**config.mk**
```make
export PLATFORM = sky130hd
export DESIGN_NAME = xaui_controller
export DESIGN_NICKNAME = d
export VERILOG_FILES = /design/src/xaui_pkg.sv /design/src/link_ctrl_pkg.sv /design/src/mgt_reset_seq.sv /design/src/xaui_tx_encode.sv /design/src/xaui_lane_sync.sv /design/src/xaui_rx_decode.sv /design/src/xaui_controller.sv
export SDC_FILE = /design/constraint.sdc
export NUM_CORES = 1
export LEC_CHECK = 0
export ABC_CLOCK_PERIOD_IN_PS = 1550
export BUFFER_PORTS_ARGS = -buffer_cell sky130_fd_sc_hd__clkbuf_2
export CORE_MARGIN = 2
export CORE_UTILIZATION = 41
export DETAILED_ROUTE_END_ITERATION = 12
export PLACE_DENSITY = 0.75
export RECOVER_POWER = 100
export SYNTH_ARGS = -nofsm -noshare
export SYNTH_HDL_FRONTEND = slang
export SYNTH_SLANG_ARGS = --single-unit
```
**constraint.sdc**
```tcl
create_clock -name clk -period 1.55 [get_ports clk]
set_input_delay 0.2325 -clock clk [delete_from_list [all_inputs] [get_ports clk]]
set_output_delay 0.2325 -clock clk [all_outputs]
set_load 0.05 [all_outputs]
```
**src/xaui_pkg.sv**
```systemverilog
package xaui_pkg;

  localparam int NUM_LANES = 4;

  // XGMII column code points used by the PCS
  localparam logic [7:0] IDLE_CODE  = 8'h07;
  localparam logic [7:0] COMMA_CODE = 8'hBC;
  localparam logic [7:0] ERROR_CODE = 8'hFE;
  localparam logic [7:0] FAULT_CODE = 8'h9C;

  // Byte i of data pairs with ctrl bit i
  typedef struct packed {
    logic [63:0] data;
    logic [7:0]  ctrl;
  } xgmii_word_t;

  // Lane k owns bytes 2k and 2k+1
  typedef struct packed {
    logic [63:0] data;
    logic [7:0]  charisk;
  } mgt_word_t;

  typedef struct packed {
    mgt_word_t   word;
    logic [7:0]  code_valid;
    logic [7:0]  comma;
    logic [NUM_LANES-1:0] lock;
  } mgt_rx_t;

endpackage

```
**src/link_ctrl_pkg.sv**
```systemverilog
package link_ctrl_pkg;

  // User side configuration, sampled every cycle
  typedef struct packed {
    logic [1:0] loopback;
    logic       powerdown;
  } link_config_t;

  // Status vector, lane_sync sits in the low bits
  typedef struct packed {
    logic       powerdown;
    logic       loopback_active;
    logic       rx_local_fault;
    logic       aligned;
    logic [3:0] lane_sync;
  } link_status_t;

  localparam link_status_t STATUS_RESET = '{
    powerdown:       1'b0,
    loopback_active: 1'b0,
    rx_local_fault:  1'b1,
    aligned:         1'b0,
    lane_sync:       4'b0000
  };

endpackage

```
**src/mgt_reset_seq.sv**
```systemverilog
`timescale 1ns/1ps

module mgt_reset_seq #(
  parameter int unsigned RESET_STRETCH = 15
) (
  input  logic                        clk,
  input  logic                        mgt_reset_stretch,
  input  link_ctrl_pkg::link_config_t cfg,
  output logic                        mgt_reset,
  output logic                        mgt_powerdown
);

  // One spare bit so a zero stretch still gives a legal width
  localparam int CNT_W = $clog2(RESET_STRETCH + 2);

  logic [CNT_W-1:0] stretch_cnt;

  // The counter runs down after reset and the MGT reset drops one edge after it empties
  always_ff @(posedge clk) begin
    if (mgt_reset_stretch) begin
      mgt_reset   <= 1'b1;
      stretch_cnt <= CNT_W'(RESET_STRETCH);
    end else if (stretch_cnt != '0) begin
      stretch_cnt <= stretch_cnt - 1'b1;
    end else begin
      mgt_reset <= 1'b0;
    end
  end

  always_ff @(posedge clk) begin
    if (mgt_reset_stretch) begin
      mgt_powerdown <= 1'b0;
    end else begin
      mgt_powerdown <= cfg.powerdown;
    end
  end

endmodule

```
**src/xaui_tx_encode.sv**
```systemverilog
`timescale 1ns/1ps

module xaui_tx_encode (
  input  logic                   clk,
  input  logic                   mgt_reset_stretch,
  input  xaui_pkg::xgmii_word_t  tx_in,
  output xaui_pkg::mgt_word_t    tx_out
);

  localparam int NUM_BYTES = 2 * xaui_pkg::NUM_LANES;

  xaui_pkg::mgt_word_t enc;

  always_comb begin
    enc = '0;
    for (int i = 0; i < NUM_BYTES; i++) begin
      enc.charisk[i] = tx_in.ctrl[i];
      if (tx_in.ctrl[i] && tx_in.data[8*i +: 8] == xaui_pkg::IDLE_CODE) begin
        // Idle goes out as K28.5 so the far end keeps its comma alignment
        enc.data[8*i +: 8] = xaui_pkg::COMMA_CODE;
      end else begin
        enc.data[8*i +: 8] = tx_in.data[8*i +: 8];
      end
    end
  end

  always_ff @(posedge clk) begin
    if (mgt_reset_stretch) begin
      tx_out.data    <= {NUM_BYTES{xaui_pkg::COMMA_CODE}};
      tx_out.charisk <= '1;
    end else begin
      tx_out <= enc;
    end
  end

endmodule

```
**src/xaui_lane_sync.sv**
```systemverilog
`timescale 1ns/1ps

module xaui_lane_sync #(
  parameter int unsigned SYNC_COMMAS = 4
) (
  input  logic                               clk,
  input  logic                               mgt_reset_stretch,
  input  logic                               mgt_reset,
  input  logic                               powerdown,
  input  xaui_pkg::mgt_rx_t                  rx_in,
  output xaui_pkg::mgt_rx_t                  rx_out,
  output logic [xaui_pkg::NUM_LANES-1:0]     lane_synced
);

  localparam int CNT_W = $clog2(SYNC_COMMAS + 1);

  logic [xaui_pkg::NUM_LANES-1:0] lane_good;
  logic [xaui_pkg::NUM_LANES-1:0] lane_comma;
  logic [CNT_W-1:0]               comma_cnt [xaui_pkg::NUM_LANES];

  // A lane cycle is good only when locked and both of its characters decoded
  always_comb begin
    for (int k = 0; k < xaui_pkg::NUM_LANES; k++) begin
      lane_good[k]  = rx_in.lock[k] && rx_in.code_valid[2*k] && rx_in.code_valid[2*k+1];
      lane_comma[k] = lane_good[k] && (rx_in.comma[2*k] || rx_in.comma[2*k+1]);
    end
  end

  always_ff @(posedge clk) begin
    if (mgt_reset_stretch || mgt_reset || powerdown) begin
      lane_synced <= '0;
      for (int k = 0; k < xaui_pkg::NUM_LANES; k++) begin
        comma_cnt[k] <= '0;
      end
    end else begin
      for (int k = 0; k < xaui_pkg::NUM_LANES; k++) begin
        if (!lane_good[k]) begin
          comma_cnt[k]   <= '0;
          lane_synced[k] <= 1'b0;
        end else if (lane_comma[k]) begin
          if (comma_cnt[k] == CNT_W'(SYNC_COMMAS - 1)) begin
            lane_synced[k] <= 1'b1;
          end else begin
            comma_cnt[k] <= comma_cnt[k] + 1'b1;
          end
        end else if (!lane_synced[k]) begin
          // Commas have to be consecutive while acquiring
          comma_cnt[k] <= '0;
        end
      end
    end
  end

  // Staged word lines up with the sync flags it produced
  always_ff @(posedge clk) begin
    rx_out <= rx_in;
  end

endmodule

```
**src/xaui_rx_decode.sv**
```systemverilog
`timescale 1ns/1ps

module xaui_rx_decode (
  input  logic                               clk,
  input  logic                               mgt_reset_stretch,
  input  xaui_pkg::mgt_rx_t                  rx_in,
  input  logic [xaui_pkg::NUM_LANES-1:0]     lane_synced,
  input  link_ctrl_pkg::link_config_t        cfg,
  output xaui_pkg::xgmii_word_t              rx_out,
  output link_ctrl_pkg::link_status_t        status
);

  localparam int NUM_BYTES = 2 * xaui_pkg::NUM_LANES;

  // Local fault ordered set for one 32-bit column, byte 0 in the low bits
  localparam logic [31:0] FAULT_COL_DATA = {8'h01, 8'h00, 8'h00, xaui_pkg::FAULT_CODE};
  localparam logic [3:0]  FAULT_COL_CTRL = 4'b0001;

  logic                  aligned;
  xaui_pkg::xgmii_word_t dec;

  assign aligned = &lane_synced;

  always_comb begin
    dec = '0;
    if (!aligned) begin
      dec.data = {2{FAULT_COL_DATA}};
      dec.ctrl = {2{FAULT_COL_CTRL}};
    end else begin
      for (int i = 0; i < NUM_BYTES; i++) begin
        if (!rx_in.code_valid[i]) begin
          dec.data[8*i +: 8] = xaui_pkg::ERROR_CODE;
          dec.ctrl[i]        = 1'b1;
        end else if (rx_in.word.charisk[i] &&
                     rx_in.word.data[8*i +: 8] == xaui_pkg::COMMA_CODE) begin
          dec.data[8*i +: 8] = xaui_pkg::IDLE_CODE;
          dec.ctrl[i]        = 1'b1;
        end else begin
          dec.data[8*i +: 8] = rx_in.word.data[8*i +: 8];
          dec.ctrl[i]        = rx_in.word.charisk[i];
        end
      end
    end
  end

  always_ff @(posedge clk) begin
    if (mgt_reset_stretch) begin
      rx_out.data <= {2{FAULT_COL_DATA}};
      rx_out.ctrl <= {2{FAULT_COL_CTRL}};
      status      <= link_ctrl_pkg::STATUS_RESET;
    end else begin
      rx_out                 <= dec;
      status.lane_sync       <= lane_synced;
      status.aligned         <= aligned;
      status.rx_local_fault  <= !aligned;
      status.loopback_active <= cfg.loopback != 2'b00;
      status.powerdown       <= cfg.powerdown;
    end
  end

endmodule

```
**src/xaui_controller.sv**
```systemverilog
`timescale 1ns/1ps

module xaui_controller #(
  parameter int unsigned RESET_STRETCH = 15,
  parameter int unsigned SYNC_COMMAS   = 4
) (
  input  logic        clk,
  input  logic        mgt_reset_stretch,
  // Client side
  input  logic [63:0] xgmii_txd,
  input  logic [7:0]  xgmii_txc,
  output logic [63:0] xgmii_rxd,
  output logic [7:0]  xgmii_rxc,
  // MGT side
  output logic        mgt_reset,
  output logic [63:0] mgt_txdata,
  output logic [7:0]  mgt_txcharisk,
  input  logic [63:0] mgt_rxdata,
  input  logic [7:0]  mgt_rxcharisk,
  input  logic [7:0]  mgt_code_valid,
  input  logic [7:0]  mgt_code_comma,
  input  logic [3:0]  mgt_rxlock,
  input  logic [23:0] mgt_rx_status,
  output logic [3:0]  mgt_enable_align,
  output logic        mgt_en_chan_sync,
  output logic [1:0]  mgt_loopback,
  output logic        mgt_powerdown,
  output logic [3:0]  mgt_tx_reset,
  output logic [3:0]  mgt_rx_reset,
  // User side
  input  logic [1:0]  user_loopback,
  input  logic        user_powerdown,
  output logic [7:0]  link_status
);

  link_ctrl_pkg::link_config_t   cfg;
  link_ctrl_pkg::link_status_t   status;
  xaui_pkg::xgmii_word_t         tx_word;
  xaui_pkg::xgmii_word_t         rx_word;
  xaui_pkg::mgt_word_t           mgt_tx_word;
  xaui_pkg::mgt_rx_t             mgt_rx_word;
  xaui_pkg::mgt_rx_t             staged_rx;
  logic [xaui_pkg::NUM_LANES-1:0] lane_synced;

  assign cfg.loopback  = user_loopback;
  assign cfg.powerdown = user_powerdown;

  assign tx_word.data = xgmii_txd;
  assign tx_word.ctrl = xgmii_txc;

  assign mgt_rx_word.word.data    = mgt_rxdata;
  assign mgt_rx_word.word.charisk = mgt_rxcharisk;
  assign mgt_rx_word.code_valid   = mgt_code_valid;
  assign mgt_rx_word.comma        = mgt_code_comma;
  assign mgt_rx_word.lock         = mgt_rxlock;

  mgt_reset_seq #(
    .RESET_STRETCH(RESET_STRETCH)
  ) u_reset_seq (
    .clk               (clk),
    .mgt_reset_stretch (mgt_reset_stretch),
    .cfg               (cfg),
    .mgt_reset         (mgt_reset),
    .mgt_powerdown     (mgt_powerdown)
  );

  xaui_tx_encode u_tx_encode (
    .clk               (clk),
    .mgt_reset_stretch (mgt_reset_stretch),
    .tx_in             (tx_word),
    .tx_out            (mgt_tx_word)
  );

  xaui_lane_sync #(
    .SYNC_COMMAS(SYNC_COMMAS)
  ) u_lane_sync (
    .clk               (clk),
    .mgt_reset_stretch (mgt_reset_stretch),
    .mgt_reset         (mgt_reset),
    .powerdown         (mgt_powerdown),
    .rx_in             (mgt_rx_word),
    .rx_out            (staged_rx),
    .lane_synced       (lane_synced)
  );

  xaui_rx_decode u_rx_decode (
    .clk               (clk),
    .mgt_reset_stretch (mgt_reset_stretch),
    .rx_in             (staged_rx),
    .lane_synced       (lane_synced),
    .cfg               (cfg),
    .rx_out            (rx_word),
    .status            (status)
  );

  assign mgt_txdata    = mgt_tx_word.data;
  assign mgt_txcharisk = mgt_tx_word.charisk;
  assign xgmii_rxd     = rx_word.data;
  assign xgmii_rxc     = rx_word.ctrl;
  assign link_status   = status;

  // Comma alignment stays on for every lane that has not locked onto commas yet
  assign mgt_enable_align = ~lane_synced;
  assign mgt_en_chan_sync = &lane_synced;
  assign mgt_loopback     = user_loopback;
  assign mgt_tx_reset     = {4{mgt_reset}};
  assign mgt_rx_reset     = {4{mgt_reset}};

endmodule

```
==> flow_summary_export.csv <==
group,metric,value,unit
run_status,status,"complete, but fails checks",
run_status,violations,"setup timing",
placed_design,portBuffers,337,
cells_and_area,finalNetCount,1377,
pwr,seq_power_share,47.7,%
sta,worst_pin_slew,1.00,ns
die,initial_core_util,41.4,%
pwr,clkPwrFrac,43.0,%
global_route,grt-ovfl-total,0,
worst_setup_path,critPathRequiredTime,1.32,ns
detailed_routing,vias,6996,
cts,cts_sinks,254,
cells_and_area,fillers,1339,
placed_design,place_congestion,0.859,
yosys,synth_edf_count,12,
yosys,netlist_area,0.00767,sq mm
pwr,powerDensity,1180,mW/mm^2
yosys,synthTopCellsByCount,"dfxtp_1, inv_1, nor2_1, a31o_2",
cells_and_area,design_area,0.0123,sq mm
sta,fin_ws,-0.152,ns
detailed_routing,initialDrtViolationCount,436,
yosys,synth_warnings,0,
yosys,syn_nets,856,
pwr,power.switching,3.50,mW
yosys,syn_avg_cell_area,11.7,sq um
detailed_routing,drtAntennaViolNets,0,
worst_setup_path,critPathCaptureType,"output pin",
yosys,ys_ff_latch,254,
yosys,netlist.area_leader.share,63.2,%
yosys,yosysSeqAreaShare,67.9,%
yosys,yosysMostFrequentCell,"dfxtp_1",
cts,insertion_delay,0.54,ns
pwr,peakVddDrop,0.000921,V
global_route,grt_pass1_vias,7306,
sta,hold_viol,0,
cts,cts_tree,"done",
pwr,p_sw_share,24.1,%
die,pin_count,362,
worst_setup_path,setup.worst_path.class,"reg -> out",
cts,h-tree-depth,1,
detailed_routing,drc,0,
cells_and_area,drive_above_1_share,39.0,%
pwr,leakage,5.70,nW
yosys,synth_largest_area_cell,"dfxtp_1",
die,num_rows,50,
global_route,grt.total_usage,24.2,%
hold_path,min_from,"mgt_rxlock[1]",
detailed_routing,vias_per_cell,4.89,
cts,clock_path_buffers,3,
detailed_routing,drt_pass1_iterations,5,
detailed_routing,routed_wirelength,25.6,mm
sta,fin_skew,0.0270,ns
sta,fin_crit_sh,110,%
sta,period_needed,1.70,ns
yosys,synth-async-reset-ratio,0,%
cts,numCtsBuffers,26,
cts,clk_pin_slew,0.07,ns
hold_path,whs_endpoint,"u_lane_sync.lane_synced[1]",
cts,cts_root_buf,"clkbuf_16",
hold_path,hold_path.class,"in -> reg",
run,drv_cap,0,
pwr,pwr-share-comb,9.4,%
yosys,ys_types,42,
global_route,grt_max_degree,50,
die,die_h,141,um
worst_setup_path,r2r_start,"u_lane_sync.lane_synced[2]",
placed_design,placed_area,0.00969,sq mm
pwr,power.internal,11.0,mW
die,die_x,141,um
yosys,synth_flop_cell,"dfxtp_1",
detailed_routing,wl_per_cell,17.9,um
yosys,ys_top_cells_by_area,"dfxtp_1, edfxtp_1, a31o_2",
yosys,syn-instance-count,653,
placed_design,dp_slack,-0.0901,ns
sta,fmax,587,MHz
global_route,grt_pass1_wl,37.7,mm
worst_setup_path,cp.arrival,1.47,ns
sta,relSlewSlack,33.2,%
worst_setup_path,worstPathMaxFanout,2,
cells_and_area,syn2layout_area_growth,60.6,%
worst_setup_path,r2r_slack,-0.10,ns
sta,setup_violations,54,
placed_design,hpwl,15.9,mm
worst_setup_path,critPathLaunchType,"flop",
sta,report.final.slew_viol_count,0,
worst_setup_path,rr_worst_depth,7,
hold_path,min_delay_path_depth,3,
worst_setup_path,crit_path_start,"u_lane_sync.lane_synced[3]",
die,die-area,0.0198,sq mm
worst_setup_path,worstReg2RegEnd,"u_rx_decode.rx_out[55]",
global_route,antenna_found_initial,2,
die,core_area,0.0185,sq mm
sta,rsz0062_at_grt,"true",
area by class of cell:
type / count / area (sq um) / share of cell area, %
diodes: 3 / 7.51 / 0.0610
clock buffers: 35 / 754 / 6.13
clock inverters: 12 / 125 / 1.02
inverters: 50 / 191 / 1.55
multi-input cells: 322 / 2230 / 18.1
flip-flops and latches: 254 / 5210 / 42.3
well taps: 234 / 293 / 2.38
repair buffers: 520 / 3500 / 28.4
power by group through the flow:
stage	combinational, mW	sequential (mW)	clock [mW]
detailed placement	0.998	7.04	0
finish	1.36	6.91	6.23
CTS	1.33	6.90	6.31
global route	1.43	6.92	6.59
floorplan	0.217	7.38	0
global placement	0.988	7.03	0
layer usage:
metal  GRT usage (%)  part of all wire (%)  vias to the layer above
li1                -                     -                     3283
met1            28.1                    39                     3259
met2            42.2                    50                      341
met3            4.89                   6.5                      111
met4            12.8                   5.1                        2
met5               0                 0.031                        -
placed cells by master (no fill, tap or decap), drive strengths merged, types with 7 or more instances in the layout:
cell type    count
inv             51
or2             21
nor3            18
buf             25
nand2            9
o21a            17
nor4b            7
nor3b            7
a21oi           20
or3             12
dfxtp          242
nand4            7
a31o            25
nand2b          21
nor2b           21
ha              10
clkbuf         373
o21ai            9
a31oi           10
edfxtp          12
clkinv           8
dlygate4sd3    157
nor2            36
and4b            8
nand3           20
worst max-delay path, stage by stage, from the launching register on:
cell and delay (ns):
dfxtp_2 0.33, nand4_1 0.24, clkinvlp_4 0.21, buf_12 0.15
state kept, by name (all words and copies together), names as in the netlist:
name,flops
u_tx_encode.tx_out,72
u_lane_sync.comma_cnt,12
u_lane_sync.rx_out,80
u_rx_decode.rx_out,72
u_reset_seq.stretch_cnt,5
u_rx_decode.status,8
u_reset_seq.mgt_reset,1
u_lane_sync.lane_synced,4
stage by stage:
step	instances	hold slack (ns)	utilization, %	power, mW	setup TNS [ns]
2_1_floorplan	653	0.260	-	7.59	-1.43
3_3_place_gp	1214	0.335	52.3	8.02	-0.688
3_5_place_dp	1214	0.336	52.3	8.04	-1.65
4_1_cts	1424	0.0716	66.4	14.5	-0.801
5_1_grt	1428	0.106	66.5	14.9	-8.25
6_report	1430	0.112	66.5	14.5	-2.47
what timing repair did:
item	in CTS	in global routing
gates cloned	1	0
hold buffers	157	0
resized for setup	37	25
pin swaps	9	5
setup buffers	5	3
hold endpoints to repair	156	0
setup endpoints to repair	13	87
how the worst max path moves through the flow:
stage,slack (ns),end,depth (start not counted)
final,-0.15,mgt_en_chan_sync,3
after global routing,-0.21,mgt_en_chan_sync,3
after CTS,-0.16,mgt_en_chan_sync,3
after detailed placement,-0.09,u_lane_sync.comma_cnt[1][1],4
after global placement,-0.04,u_lane_sync.comma_cnt[2][1],4
after floorplan,-0.11,u_lane_sync.comma_cnt[0][0],4
kinds of logic (layout without fill, tap and decap cells):
kind of cell | Yosys count | after routing | synth area share (%)
flops | 254 | 254 | 67.9
compound gates | 105 | 105 | 9.87
buf+inv | 78 | 617 | 4.50
xor+xnor | 2 | 2 | 0.228
simple gates | 202 | 203 | 15.6
fa+ha+maj | 10 | 10 | 1.63
other cells | 0 | 3 | 0
mux | 2 | 2 | 0.261
Note: power is estimated with default switching activity, not from simulation.
